<file path="src/blackjack_defs.svh">
`ifndef BLACKJACK_DEFS_SVH
`define BLACKJACK_DEFS_SVH

// ----------------------------------------
// table rules
// ----------------------------------------

// bust limit
`define BJ_TARGET 21

// dealer stops drawing at this total
`define BJ_DEALER_STAND 17

// extra value of a soft ace
`define BJ_ACE_BONUS 10

// ----------------------------------------
// coins and card source
// ----------------------------------------

`define BJ_START_COINS 30
`define BJ_COIN_MAX 255

// lfsr state after reset, must be nonzero
`define BJ_LFSR_SEED 16'hACE1
`define BJ_CARD_RANKS 13

`endif
</file>
<file path="src/game_pkg.sv">
package game_pkg;

    // round phases
    typedef enum logic [2:0] {
        IDLE,
        DEAL,
        PLAYER_TURN,
        DEALER_TURN,
        SETTLE,
        SHOW
    } phase_e;

    // one-cycle button pulses
    typedef struct packed {
        logic next;
        logic hit;
        logic stand;
        logic double_down;
    } action_t;

    typedef logic [3:0] bet_t;
    typedef logic [7:0] coin_t;

    // judged result, held until the next round starts
    typedef struct packed {
        logic win;
        logic lose;
        logic draw;
        logic natural;
    } outcome_t;

endpackage

</file>
<file path="src/card_pkg.sv">
package card_pkg;

    // card value, ace counts as 1 here
    typedef logic [3:0] card_t;

    // hand total, wide enough for a busted hand
    typedef logic [5:0] score_t;

    // number of cards held, saturates at 7
    typedef logic [2:0] count_t;

    // reported state of one hand
    typedef struct packed {
        score_t total;
        count_t cards;
    } hand_t;

endpackage

</file>
<file path="src/blackjack_top.sv">
`timescale 1ns/100ps

module blackjack_top (
    input  logic               clk,
    input  logic               reset,
    input  logic               next,
    input  logic               hit,
    input  logic               stand,
    input  logic               double_down,
    input  game_pkg::bet_t     bet,
    output card_pkg::hand_t    player_hand,
    output card_pkg::hand_t    dealer_hand,
    output game_pkg::phase_e   phase,
    output game_pkg::outcome_t result,
    output game_pkg::coin_t    coins
);

    game_pkg::action_t actions;
    card_pkg::card_t   card;
    logic              draw;
    logic              player_add;
    logic              dealer_add;
    logic              clear_hands;
    logic              start_bet;
    logic              double_up;
    logic              settle;
    logic              bet_ok;
    logic              double_ok;

    // ----------------------------------------
    // input side
    // ----------------------------------------
    player_input player_input_inst (
        .clk(clk), .reset(reset), .next(next), .hit(hit),
        .stand(stand), .double_down(double_down), .actions(actions)
    );

    // ----------------------------------------
    // cards, hands and round control
    // ----------------------------------------
    card_dealer card_dealer_inst (
        .clk(clk), .reset(reset), .draw(draw), .card(card)
    );

    hand_tracker player_hand_inst (
        .clk(clk), .reset(reset), .clear(clear_hands), .add(player_add),
        .card(card), .hand(player_hand)
    );

    hand_tracker dealer_hand_inst (
        .clk(clk), .reset(reset), .clear(clear_hands), .add(dealer_add),
        .card(card), .hand(dealer_hand)
    );

    game_sequencer game_sequencer_inst (
        .clk(clk), .reset(reset), .actions(actions),
        .player(player_hand), .dealer(dealer_hand),
        .bet_ok(bet_ok), .double_ok(double_ok),
        .draw(draw), .player_add(player_add), .dealer_add(dealer_add),
        .clear_hands(clear_hands), .start_bet(start_bet),
        .double_up(double_up), .settle(settle), .phase(phase)
    );

    // ----------------------------------------
    // output side
    // ----------------------------------------
    settlement_unit settlement_unit_inst (
        .clk(clk), .reset(reset), .bet(bet),
        .start_bet(start_bet), .double_up(double_up), .settle(settle),
        .player(player_hand), .dealer(dealer_hand),
        .bet_ok(bet_ok), .double_ok(double_ok),
        .result(result), .coins(coins)
    );

endmodule

</file>
<file path="src/settlement_unit.sv">
`timescale 1ns/100ps
`include "blackjack_defs.svh"

module settlement_unit (
    input  logic               clk,
    input  logic               reset,
    input  game_pkg::bet_t     bet,
    input  logic               start_bet,
    input  logic               double_up,
    input  logic               settle,
    input  card_pkg::hand_t    player,
    input  card_pkg::hand_t    dealer,
    output logic               bet_ok,
    output logic               double_ok,
    output game_pkg::outcome_t result,
    output game_pkg::coin_t    coins
);

    game_pkg::coin_t    stake;
    game_pkg::coin_t    payout;
    game_pkg::outcome_t verdict;
    logic [8:0]         coin_sum;
    logic               player_bust;
    logic               dealer_bust;

    assign bet_ok    = (bet != 4'd0) && (game_pkg::coin_t'(bet) <= coins);
    assign double_ok = coins >= stake;

    // ----------------------------------------
    // judge the two hands
    // ----------------------------------------
    assign player_bust = player.total > card_pkg::score_t'(`BJ_TARGET);
    assign dealer_bust = dealer.total > card_pkg::score_t'(`BJ_TARGET);

    always_comb begin
        verdict = '0;
        if (player_bust) begin
            verdict.lose = 1'b1;
        end else if (dealer_bust || player.total > dealer.total) begin
            verdict.win = 1'b1;
        end else if (player.total < dealer.total) begin
            verdict.lose = 1'b1;
        end else begin
            verdict.draw = 1'b1;
        end
        // two-card 21
        verdict.natural = verdict.win && (player.cards == 3'd2) &&
                          (player.total == card_pkg::score_t'(`BJ_TARGET));
    end

    always_comb begin
        if (verdict.natural) begin
            payout = stake << 2;
        end else if (verdict.win) begin
            payout = stake << 1;
        end else if (verdict.draw) begin
            payout = stake;
        end else begin
            payout = '0;
        end
    end

    assign coin_sum = {1'b0, coins} + {1'b0, payout};

    // stake held for the current round
    always_ff @(posedge clk or posedge reset) begin
        if (reset) begin
            stake <= '0;
        end else if (start_bet) begin
            stake <= game_pkg::coin_t'(bet);
        end else if (double_up) begin
            stake <= stake << 1;
        end
    end

    always_ff @(posedge clk or posedge reset) begin
        if (reset) begin
            coins  <= game_pkg::coin_t'(`BJ_START_COINS);
            result <= '0;
        end else if (start_bet) begin
            coins  <= coins - game_pkg::coin_t'(bet);
            result <= '0;
        end else if (double_up) begin
            coins <= coins - stake;
        end else if (settle) begin
            result <= verdict;
            // balance saturates at the top
            if (coin_sum > 9'(`BJ_COIN_MAX)) begin
                coins <= game_pkg::coin_t'(`BJ_COIN_MAX);
            end else begin
                coins <= coin_sum[7:0];
            end
        end
    end

endmodule

</file>
<file path="src/game_sequencer.sv">
`timescale 1ns/100ps
`include "blackjack_defs.svh"

module game_sequencer (
    input  logic              clk,
    input  logic              reset,
    input  game_pkg::action_t actions,
    input  card_pkg::hand_t   player,
    input  card_pkg::hand_t   dealer,
    input  logic              bet_ok,
    input  logic              double_ok,
    output logic              draw,
    output logic              player_add,
    output logic              dealer_add,
    output logic              clear_hands,
    output logic              start_bet,
    output logic              double_up,
    output logic              settle,
    output game_pkg::phase_e  phase
);

    game_pkg::phase_e phase_next;
    logic [1:0]       deal_cnt;
    logic [1:0]       deal_cnt_next;
    // player card owed after a hit or double
    logic             pend_draw;
    logic             pend_draw_next;
    logic             pend_double;
    logic             pend_double_next;
    logic             player_done;
    logic             dealer_bj;
    logic             dealer_draws;

    assign player_done  = player.total >= card_pkg::score_t'(`BJ_TARGET);
    assign dealer_bj    = dealer.total == card_pkg::score_t'(`BJ_TARGET);
    assign dealer_draws = (dealer.total < card_pkg::score_t'(`BJ_DEALER_STAND)) &&
                          (player.total <= card_pkg::score_t'(`BJ_TARGET));

    // ----------------------------------------
    // next phase and strobes
    // ----------------------------------------
    always_comb begin
        phase_next       = phase;
        deal_cnt_next    = deal_cnt;
        pend_draw_next   = pend_draw;
        pend_double_next = pend_double;
        draw             = 1'b0;
        player_add       = 1'b0;
        dealer_add       = 1'b0;
        clear_hands      = 1'b0;
        start_bet        = 1'b0;
        double_up        = 1'b0;
        settle           = 1'b0;

        case (phase)
            game_pkg::IDLE: begin
                if (actions.next && bet_ok) begin
                    start_bet     = 1'b1;
                    clear_hands   = 1'b1;
                    deal_cnt_next = 2'd0;
                    phase_next    = game_pkg::DEAL;
                end
            end
            game_pkg::DEAL: begin
                // player, player, dealer, dealer
                draw          = 1'b1;
                player_add    = ~deal_cnt[1];
                dealer_add    = deal_cnt[1];
                deal_cnt_next = deal_cnt + 2'd1;
                if (deal_cnt == 2'd3) begin
                    phase_next = game_pkg::PLAYER_TURN;
                end
            end
            game_pkg::PLAYER_TURN: begin
                if (pend_draw) begin
                    draw             = 1'b1;
                    player_add       = 1'b1;
                    pend_draw_next   = 1'b0;
                    pend_double_next = 1'b0;
                    if (pend_double) begin
                        phase_next = game_pkg::DEALER_TURN;
                    end
                end else if (player_done || dealer_bj || actions.stand) begin
                    phase_next = game_pkg::DEALER_TURN;
                end else if (actions.double_down && double_ok) begin
                    double_up        = 1'b1;
                    pend_draw_next   = 1'b1;
                    pend_double_next = 1'b1;
                end else if (actions.hit) begin
                    pend_draw_next = 1'b1;
                end
            end
            game_pkg::DEALER_TURN: begin
                // one card per cycle, hand updates before the next check
                if (dealer_draws) begin
                    draw       = 1'b1;
                    dealer_add = 1'b1;
                end else begin
                    phase_next = game_pkg::SETTLE;
                end
            end
            game_pkg::SETTLE: begin
                settle     = 1'b1;
                phase_next = game_pkg::SHOW;
            end
            game_pkg::SHOW: begin
                if (actions.next) begin
                    phase_next = game_pkg::IDLE;
                end
            end
            default: begin
                phase_next = game_pkg::IDLE;
            end
        endcase
    end

    // ----------------------------------------
    // state registers
    // ----------------------------------------
    always_ff @(posedge clk or posedge reset) begin
        if (reset) begin
            phase       <= game_pkg::IDLE;
            deal_cnt    <= 2'd0;
            pend_draw   <= 1'b0;
            pend_double <= 1'b0;
        end else begin
            phase       <= phase_next;
            deal_cnt    <= deal_cnt_next;
            pend_draw   <= pend_draw_next;
            pend_double <= pend_double_next;
        end
    end

endmodule

</file>
<file path="src/hand_tracker.sv">
`timescale 1ns/100ps
`include "blackjack_defs.svh"

module hand_tracker (
    input  logic              clk,
    input  logic              reset,
    input  logic              clear,
    input  logic              add,
    input  card_pkg::card_t   card,
    output card_pkg::hand_t   hand
);

    card_pkg::score_t hard_sum;
    card_pkg::score_t soft_sum;
    card_pkg::count_t count;
    logic             has_ace;

    // ----------------------------------------
    // accumulate cards
    // ----------------------------------------
    always_ff @(posedge clk or posedge reset) begin
        if (reset) begin
            hard_sum <= '0;
            count    <= '0;
            has_ace  <= 1'b0;
        end else if (clear) begin
            hard_sum <= '0;
            count    <= '0;
            has_ace  <= 1'b0;
        end else if (add) begin
            hard_sum <= hard_sum + {2'b00, card};
            if (count != 3'd7) begin
                count <= count + 3'd1;
            end
            if (card == 4'd1) begin
                has_ace <= 1'b1;
            end
        end
    end

    // one ace may count eleven if it does not bust
    assign soft_sum = hard_sum + card_pkg::score_t'(`BJ_ACE_BONUS);

    assign hand.total = (has_ace && soft_sum <= card_pkg::score_t'(`BJ_TARGET)) ?
                        soft_sum : hard_sum;
    assign hand.cards = count;

endmodule

</file>
<file path="src/card_dealer.sv">
`timescale 1ns/100ps
`include "blackjack_defs.svh"

module card_dealer (
    input  logic              clk,
    input  logic              reset,
    input  logic              draw,
    output card_pkg::card_t   card
);

    logic [15:0] lfsr;
    logic        feedback;
    logic [15:0] rank_mod;
    logic [3:0]  rank;

    // fibonacci taps 16, 14, 13, 11
    assign feedback = lfsr[15] ^ lfsr[13] ^ lfsr[12] ^ lfsr[10];

    always_ff @(posedge clk or posedge reset) begin
        if (reset) begin
            lfsr <= `BJ_LFSR_SEED;
        end else if (draw) begin
            lfsr <= {lfsr[14:0], feedback};
        end
    end

    // rank 1..13 from the current state
    assign rank_mod = lfsr % 16'(`BJ_CARD_RANKS);
    assign rank     = rank_mod[3:0] + 4'd1;

    // jack, queen and king count as ten
    assign card = (rank > 4'd10) ? card_pkg::card_t'(4'd10) : card_pkg::card_t'(rank);

endmodule

</file>
<file path="src/player_input.sv">
`timescale 1ns/100ps

module player_input (
    input  logic              clk,
    input  logic              reset,
    input  logic              next,
    input  logic              hit,
    input  logic              stand,
    input  logic              double_down,
    output game_pkg::action_t actions
);

    game_pkg::action_t level_now;
    game_pkg::action_t level_prev;

    // gather the buttons into one struct
    assign level_now.next        = next;
    assign level_now.hit         = hit;
    assign level_now.stand       = stand;
    assign level_now.double_down = double_down;

    // ----------------------------------------
    // rising edge to one-cycle pulse
    // ----------------------------------------
    always_ff @(posedge clk or posedge reset) begin
        if (reset) begin
            level_prev <= '0;
            actions    <= '0;
        end else begin
            level_prev <= level_now;
            // held button acts only once
            actions    <= game_pkg::action_t'(level_now & ~level_prev);
        end
    end

endmodule

</file>
<file path="config.mk">
export PLATFORM = sky130hd
export DESIGN_NAME = blackjack_top
export DESIGN_NICKNAME = d
export VERILOG_FILES = /design/src/game_pkg.sv /design/src/card_pkg.sv /design/src/blackjack_top.sv /design/src/settlement_unit.sv /design/src/game_sequencer.sv /design/src/hand_tracker.sv /design/src/card_dealer.sv /design/src/player_input.sv
export VERILOG_INCLUDE_DIRS = /design/src
export SDC_FILE = /design/constraint.sdc
export NUM_CORES = 1
export LEC_CHECK = 0
export ABC_AREA = 1
export BUFFER_PORTS_ARGS = -buffer_cell sky130_fd_sc_hd__buf_2
export CORE_MARGIN = 4
export CORE_UTILIZATION = 30
export CTS_CLUSTER_SIZE = 10
export DETAILED_ROUTE_END_ITERATION = 16
export SLEW_MARGIN = 20
export SYNTH_ARGS = -nofsm -noshare
export SYNTH_HDL_FRONTEND = slang
export SYNTH_HIERARCHICAL = 1
export SYNTH_SLANG_ARGS = --single-unit
</file>
<file path="constraint.sdc">
create_clock -name clk -period 11.4 [get_ports clk]
set_input_delay 1.71 -clock clk [delete_from_list [all_inputs] [get_ports clk]]
set_output_delay 1.71 -clock clk [all_outputs]
set_load 0.005 [all_outputs]
</file>
======== Word level (Yosys, flattened, before mapping) ========
Cells that the tools add are included.
storage, ports and cells
  flip-flop bits (word level) ............. 71
  bits of input ports ..................... 10
  output and inout port bits .............. 33
  logic and storage cells ................. 173
operators by class
  $add $sub $neg .......................... 11
  divide/modulo/power cells ............... 1
  $lt $le $gt $ge ......................... 13
  eq/ne operators ......................... 20
  muxes and demuxes ....................... 66
  bitwise logic cells ..................... 6
  reduce and logical (&&, ||, !) cells .... 31
operators with widths
  cell                                                                               number
  8-bit two-way mux                                                                  9
  3-bit two-way mux                                                                  13
  6-bit two-way mux                                                                  6
  1-bit two-way mux                                                                  27
  6-bit by 5-bit less-or-equal comparator with 1-bit output (second input constant)  3
  3-bit case mux with 6 select lines                                                 1
  2-bit nonzero test                                                                 9
  16-bit by 4-bit remainder unit with 16-bit output (second input constant)          1
  4-bit two-way mux                                                                  4
  6-bit by 4-bit adder with 6-bit output                                             2
  6-bit by 4-bit adder with 6-bit output (second input constant)                     2
  6-bit by 5-bit equality test with 1-bit output (second input constant)             2
  6-bit by 5-bit greater-than comparator with 1-bit output (second input constant)   2
  2-bit AND reduction                                                                6
  8-bit by 8-bit adder with 9-bit output                                             1
  3-bit by 2-bit equality test with 1-bit output (second input constant)             3
  9-bit by 8-bit greater-than comparator with 1-bit output (second input constant)   1
  3-bit inequality test (second input constant)                                      3
  8-bit greater-or-equal comparator                                                  1
  4-bit by 8-bit less-or-equal comparator with 1-bit output                          1
  1-bit logical AND                                                                  8
  8-bit by 4-bit subtractor with 8-bit output                                        1
  8-bit subtractor                                                                   1
  3-bit by 1-bit adder with 3-bit output (second input constant)                     2
  28 further kinds                                                                   39

======== Logic depth before layout (Yosys ltp) ========
  word-level depth ........................ 17
  gate-level depth with buffers ........... 82
  mapped depth without buffers ............ 82

======== Modules after synthesis ========
The synthesis kept the hierarchy.
by module, submodules not included
  module           instances  cells each  area an instance (sq um)  seq. area each (sq um)
  card_dealer      1          435         2,737.6                   410.4
  settlement_unit  1          404         2,597.5                   505.5
  hand_tracker     2          106         802.0                     250.2
  game_sequencer   1          100         619.3                     175.2
  player_input     1          17          244.0                     200.2

======== Worst setup path before layout ========
No wires, ideal clock.
  path type ............................... register to register
  from .................................... register card_dealer_inst.lfsr[13]
  to ...................................... register dealer_hand_inst.hard_sum[4]
  library setup time ...................... 0.119 ns
  arrival ................................. 7.419 ns
  data required time ...................... 11.281 ns
  slack ................................... 3.862 ns
  cell stages (with the launch flop) ...... 75
  buffers on the path ..................... 1
  period minus slack after synthesis ...... 7.538 ns
  cell sequence ........................... dfstp_2 buf_4 nor2_2 nor2_2 nor2_1 nor2_4 nand2_2 nand2_2 nand2_2 nor2_4 nand2_4 nand2_4 nand2_4 nand2_4 inv_2 nand2_1 nand3_4 nand2_1 [... 39 more ...] inv_1 nor2_1 nor2_2 nand2_2 nand2_4 nand2_2 nand2_2 ha_1 or2_2 nand3_1 nand3_1 nand2_1 inv_1 fa_1 o21ai_1 nand3_1 nand2_1 nor2_1
between the ends
  word-level cells in the longest chain between the ends .. 7
ends and longest elaborated chain
  what                                                   line                 RTL
  start, declared                                        card_dealer.sv:11    logic [15:0] lfsr;
  start signal, assigned                                 card_dealer.sv:21    lfsr <= `BJ_LFSR_SEED;
  start signal, assigned                                 card_dealer.sv:23    lfsr <= {lfsr[14:0], feedback};
  16-bit by 4-bit remainder unit with 16-bit output (*)  card_dealer.sv:28    assign rank_mod = lfsr % 16'(`BJ_CARD_RANKS);
  4-bit by 1-bit adder with 4-bit output (*)             card_dealer.sv:29    assign rank = rank_mod[3:0] + 4'd1;
  4-bit greater-than comparator                          card_dealer.sv:32    assign card = (rank > 4'd10) ? card_pkg::card_t'(4'd10) : card_pkg::card_t'(rank);
  4-bit two-way mux (*)                                  card_dealer.sv:32
  net card[1]                                            blackjack_top.sv:19  card_pkg::card_t card;
  6-bit by 4-bit adder with 6-bit output (*)             hand_tracker.sv:31   hard_sum <= hard_sum + {2'b00, card};
  6-bit two-way mux (*)                                  hand_tracker.sv:30   end else if (add) begin
  6-bit two-way mux (*)                                  hand_tracker.sv:26   end else if (clear) begin
  end signal, assigned                                   hand_tracker.sv:31
  end, declared                                          hand_tracker.sv:13   card_pkg::score_t hard_sum;
The timed path passes the listed nets; every way through them passes the cells marked *. The select of a mux whose other input is x is not followed.
A chain may end at the register's enable or synchronous reset.

======== Worst setup path after layout ========
  from .................................... register card_dealer_inst.lfsr[15]
  to ...................................... register dealer_hand_inst.hard_sum[4]
The elaborated chain is that of the path after synthesis.

==> flow_metrics.py <==
metrics = {
    "status": {
        "outcome": "complete, no violations",
    },
    "synthesis": {
        "synthesis.area_per_instance_um2": 6.680,
        "number_of_flops_mapped_to_enable_cells_by_yosys": 0,
        "mappedNetlistArea_um2": 7802,
        "syn-num-nets": 1230,
        "synth-simple-area-share_pct": 43.89,
        "synthAdderAreaFrac_pct": 8.820,
        "yosysSeqAreaShare_pct": 22.96,
        "dominant_combinational_cell_family_by_area_after_synthesis": "simple AND/OR/NAND/NOR gates",
        "share_of_the_synthesized_area_in_compound_gates_ao_oa_aoi_oai_pct": 10.01,
        "ys.warnings.count": 6,
        "synth_cell_type_count": 53,
        "synth.ff_latch_count": 71,
        "synthXorXnorAreaFrac_pct": 1.908,
        "postSynthCellCount": 1168,
        "yosys-mux-area-fraction_pct": 0.1283,
        "yosys_most_used_dff": "sky130_fd_sc_hd__dfrtp_1",
        "share_of_synthesized_registers_carrying_an_async_set_or_reset_pct": 100.0,
    },
    "setup_path": {
        "timing.critical_path.to_type": "flop",
        "critical_path.most_common_cell": "sky130_fd_sc_hd__nand2_2",
        "crit_fanout": 7,
        "max_stage_delay_ns": 0.56,
        "r2r_endpoint": "dealer_hand_inst/hard_sum[4]",
        "rr_startpoint": "card_dealer_inst/lfsr[15]",
        "arrival_ns": 8.48,
        "setup.worst_path.end": "dealer_hand_inst/hard_sum[4]",
        "critPathLaunchType": "flop",
        "worst-r2r-setup-slack_ns": 3.16,
        "worst-r2r-cell-count": 71,
        "critical_path_class": "reg -> reg",
        "setup.worst_path.start": "card_dealer_inst/lfsr[15]",
        "worst_ep_required_time_ns": 11.64,
        "critical_path.slowest_cell": "sky130_fd_sc_hd__dfstp_2",
    },
    "die": {
        "floorplan.core_area_um2": 25400,
        "die_area_um2": 28650,
        "start_util_pct": 30.72,
        "die_w_um": 169.3,
        "floorplan.io_pins": 43,
        "chipHeight_um": 169.3,
        "num_rows": 58,
    },
    "min_path": {
        "hp-start": "player_input_inst/level_prev[1]",
        "timing.hold.worst.class": "reg -> reg",
    },
    "global_routing": {
        "grt_max_degree": 33,
        "grt_overflow_total": 0,
        "gr-usage-all-layers_pct": 13.19,
        "grt_antenna_before_repair": 0,
        "first_pass_grt_wire_length_um": 32010,
        "first_global_vias": 6886,
    },
    "timing": {
        "post-route-min-period_ns": 8.245,
        "rsz0062_at_grt": "false",
        "worst_pin_slew_ns": 1.006,
        "setup_viol": 0,
        "finalMaxSlewViolations": 0,
        "clock-skew-final_ns": 0.01048,
        "finalSetupTns_ns": 0,
        "period_share_pct": 72.32,
        "clock.fmax_mhz": 121.3,
        "number_of_hold_violations_in_the_final_report": 0,
        "maxSlewHeadroom_pct": 32.73,
    },
    "final_layout": {
        "count_of_fill_cells_added_during_filler_insertion": 2761,
        "area_delta_synth_final_pct": 10.15,
        "layout-drive-gt1-share_pct": 21.86,
        "post-route-cell-area_um2": 8594,
        "num_antenna_cells": 0,
        "final_net_count": 1269,
    },
    "placement": {
        "post_dp_cell_area_um2": 8312,
        "numPortBuffers": 42,
        "place.gp.congestion": 0.8957,
        "dpl.hpwl_um": 14560,
    },
    "route": {
        "detailroute.via_count": 7236,
        "vias_per_cell": 4.693,
        "total_routed_length_um": 18390,
        "drc_violations_left": 0,
        "route.met3.wl_um": 785,
        "ant_nets": 0,
        "top_layer_used": "met4",
        "wirelength_met1_um": 9170,
        "first_iter_violations": 479,
        "detailedRoute.firstPassIterationCount": 4,
        "wl_met2_um": 8155,
        "post_detailed_route_wirelength_per_cell_um": 11.92,
    },
    "clocking": {
        "post_cts.repair.setup_buffers": 0,
        "post_cts_resized": 0,
        "clock-root-buffer": "sky130_fd_sc_hd__clkbuf_16",
        "clk_pin_slew_ns": 0.06,
        "tritoncts": "yes",
        "clk_path_buf_depth": 2,
        "hold_buffers": 0,
        "clock_sinks": 71,
        "cts_made_buffers": 9,
        "worstSkewPairLatency_ns": 0.35,
        "cts_max_level": 3,
    },
    "flow_run": {
        "max-cap-violations": 0,
    },
}
## registers in the layout, summed over array words and instances, names as in the netlist
register and flops:
dealer_hand_inst/has_ace 1, settlement_unit_inst/result 4, game_sequencer_inst/pend_double 1, dealer_hand_inst/count 3, game_sequencer_inst/deal_cnt 2, card_dealer_inst/lfsr 16
game_sequencer_inst/pend_draw 1, dealer_hand_inst/hard_sum 6, player_hand_inst/count 3, settlement_unit_inst/stake 8, game_sequencer_inst/phase 3, player_hand_inst/hard_sum 6
player_hand_inst/has_ace 1, player_input_inst/actions 4, player_input_inst/level_prev 4, settlement_unit_inst/coins 8
## critical path: cells and delay by family (launching register included)
family | cells | cell delay [ns]
compound gates | 1 | 0.21
fa+ha+maj | 4 | 1.14
buf+inv | 5 | 0.32
flops | 1 | 0.56
simple gates | 61 | 5.88
## cell usage after synthesis (3+ instances only)
master | n | area, um^2
sky130_fd_sc_hd__a31oi_1 | 4 | 25.02
sky130_fd_sc_hd__fa_1 | 5 | 100.1
sky130_fd_sc_hd__nand2_2 | 62 | 387.9
sky130_fd_sc_hd__o21ai_0 | 38 | 190.2
sky130_fd_sc_hd__buf_6 | 4 | 45.04
sky130_fd_sc_hd__dfstp_2 | 12 | 315.3
sky130_fd_sc_hd__buf_4 | 5 | 37.54
sky130_fd_sc_hd__nand3_2 | 23 | 230.2
sky130_fd_sc_hd__nand4_1 | 36 | 225.2
sky130_fd_sc_hd__dfrtp_1 | 59 | 1476
sky130_fd_sc_hd__buf_2 | 3 | 15.01
sky130_fd_sc_hd__nand2_1 | 288 | 1081
sky130_fd_sc_hd__clkbuf_1 | 3 | 11.26
sky130_fd_sc_hd__nand2_4 | 19 | 214.0
sky130_fd_sc_hd__inv_2 | 29 | 108.9
sky130_fd_sc_hd__inv_1 | 184 | 690.7
sky130_fd_sc_hd__a22oi_1 | 5 | 37.54
sky130_fd_sc_hd__nor2_2 | 18 | 112.6
sky130_fd_sc_hd__nand3_1 | 115 | 575.6
sky130_fd_sc_hd__o21ai_2 | 10 | 87.58
sky130_fd_sc_hd__xnor2_1 | 5 | 43.79
sky130_fd_sc_hd__ha_1 | 47 | 588.1
sky130_fd_sc_hd__a21oi_1 | 34 | 170.2
sky130_fd_sc_hd__o21ai_1 | 21 | 105.1
sky130_fd_sc_hd__nand3_4 | 6 | 105.1
sky130_fd_sc_hd__xor2_1 | 12 | 105.1
sky130_fd_sc_hd__nor2_1 | 64 | 240.2
sky130_fd_sc_hd__nor3_1 | 3 | 15.01
sky130_fd_sc_hd__o22ai_1 | 12 | 75.07
sky130_fd_sc_hd__nor2_4 | 9 | 101.4
## layout make-up
class	instances	area [um^2]	share of cell area (%)
Clock buffer	10	239.0	2.781
Clock inverter	6	43.79	0.5095
Inverter	219	829.5	9.652
Multi-Input combinational cell	862	5052	58.79
Sequential cell	71	1792	20.85
Tap cell	330	412.9	4.804
Timing Repair Buffer	44	225.2	2.620
## per-layer routing
layer,GRT usage [%],up-vias
li1,-,3831
met4,3.290,0
met2,21.53,129
met1,18.20,3255
met5,0,-
met3,2.259,21
## cells by family after synthesis
family | after synthesis
and+or+nand+nor | 658
buffers and inverters | 235
AOI/OAI and AO/OA | 134
DFF | 71
adders and majority gates | 52
xor gates and xnor gates | 17
muxes | 1
## layout by cell type, fill, tap and decap left out, types with 3 or more instances in the layout
cell                        count
sky130_fd_sc_hd__o21ai_0       38
sky130_fd_sc_hd__clkinv_2       4
sky130_fd_sc_hd__nand2_1      288
sky130_fd_sc_hd__xor2_1        12
sky130_fd_sc_hd__nand2_4       19
sky130_fd_sc_hd__nand4_1       36
sky130_fd_sc_hd__clkbuf_16      9
sky130_fd_sc_hd__nor2_2        18
sky130_fd_sc_hd__nand3_1      115
sky130_fd_sc_hd__o22ai_1       12
sky130_fd_sc_hd__xnor2_1        5
sky130_fd_sc_hd__nor3_1         3
sky130_fd_sc_hd__fa_1           5
sky130_fd_sc_hd__buf_2         42
sky130_fd_sc_hd__nand3_2       23
sky130_fd_sc_hd__nand3_4        6
sky130_fd_sc_hd__nand2_2       62
sky130_fd_sc_hd__a31oi_1        4
sky130_fd_sc_hd__o21ai_1       21
sky130_fd_sc_hd__inv_1        184
sky130_fd_sc_hd__ha_1          47
sky130_fd_sc_hd__a21oi_1       34
sky130_fd_sc_hd__a22oi_1        5
sky130_fd_sc_hd__dfstp_2       12
sky130_fd_sc_hd__nor2_1        64
sky130_fd_sc_hd__nor2_4         9
sky130_fd_sc_hd__inv_2         29
sky130_fd_sc_hd__o21ai_2       10
sky130_fd_sc_hd__dfrtp_1       59
## through the flow
| step | setup WS, ns | util, % | hold slack [ns] | std cells |
|---|---|---|---|---|
| CTS | 3.063 | 33.84 | 0.3982 | 1542 |
| detailed placement | 3.095 | 32.72 | 0.3950 | 1526 |
| global placement | 3.318 | 32.72 | 0.3950 | 1526 |
| floorplan | 3.862 | - | 0.3921 | 1168 |
| finish | 3.155 | 33.84 | 0.3976 | 1542 |
| global route | 2.061 | 33.84 | 0.4088 | 1542 |
## how the worst min path moves through the flow
stage                                    to  slack, ns  cells past startpoint
2_1_floorplan  player_input_inst/actions[0]       0.39                      1
3_3_place_gp   player_input_inst/actions[1]       0.40                      1
3_5_place_dp   player_input_inst/actions[0]       0.40                      1
4_1_cts        player_input_inst/actions[1]       0.40                      1
5_1_grt        player_input_inst/actions[1]       0.41                      1
6_report       player_input_inst/actions[1]       0.40                      1
Power is left out: the tool's default activity adds up to more than one toggle a clock period on the data nets, which glitch-free logic cannot reach.
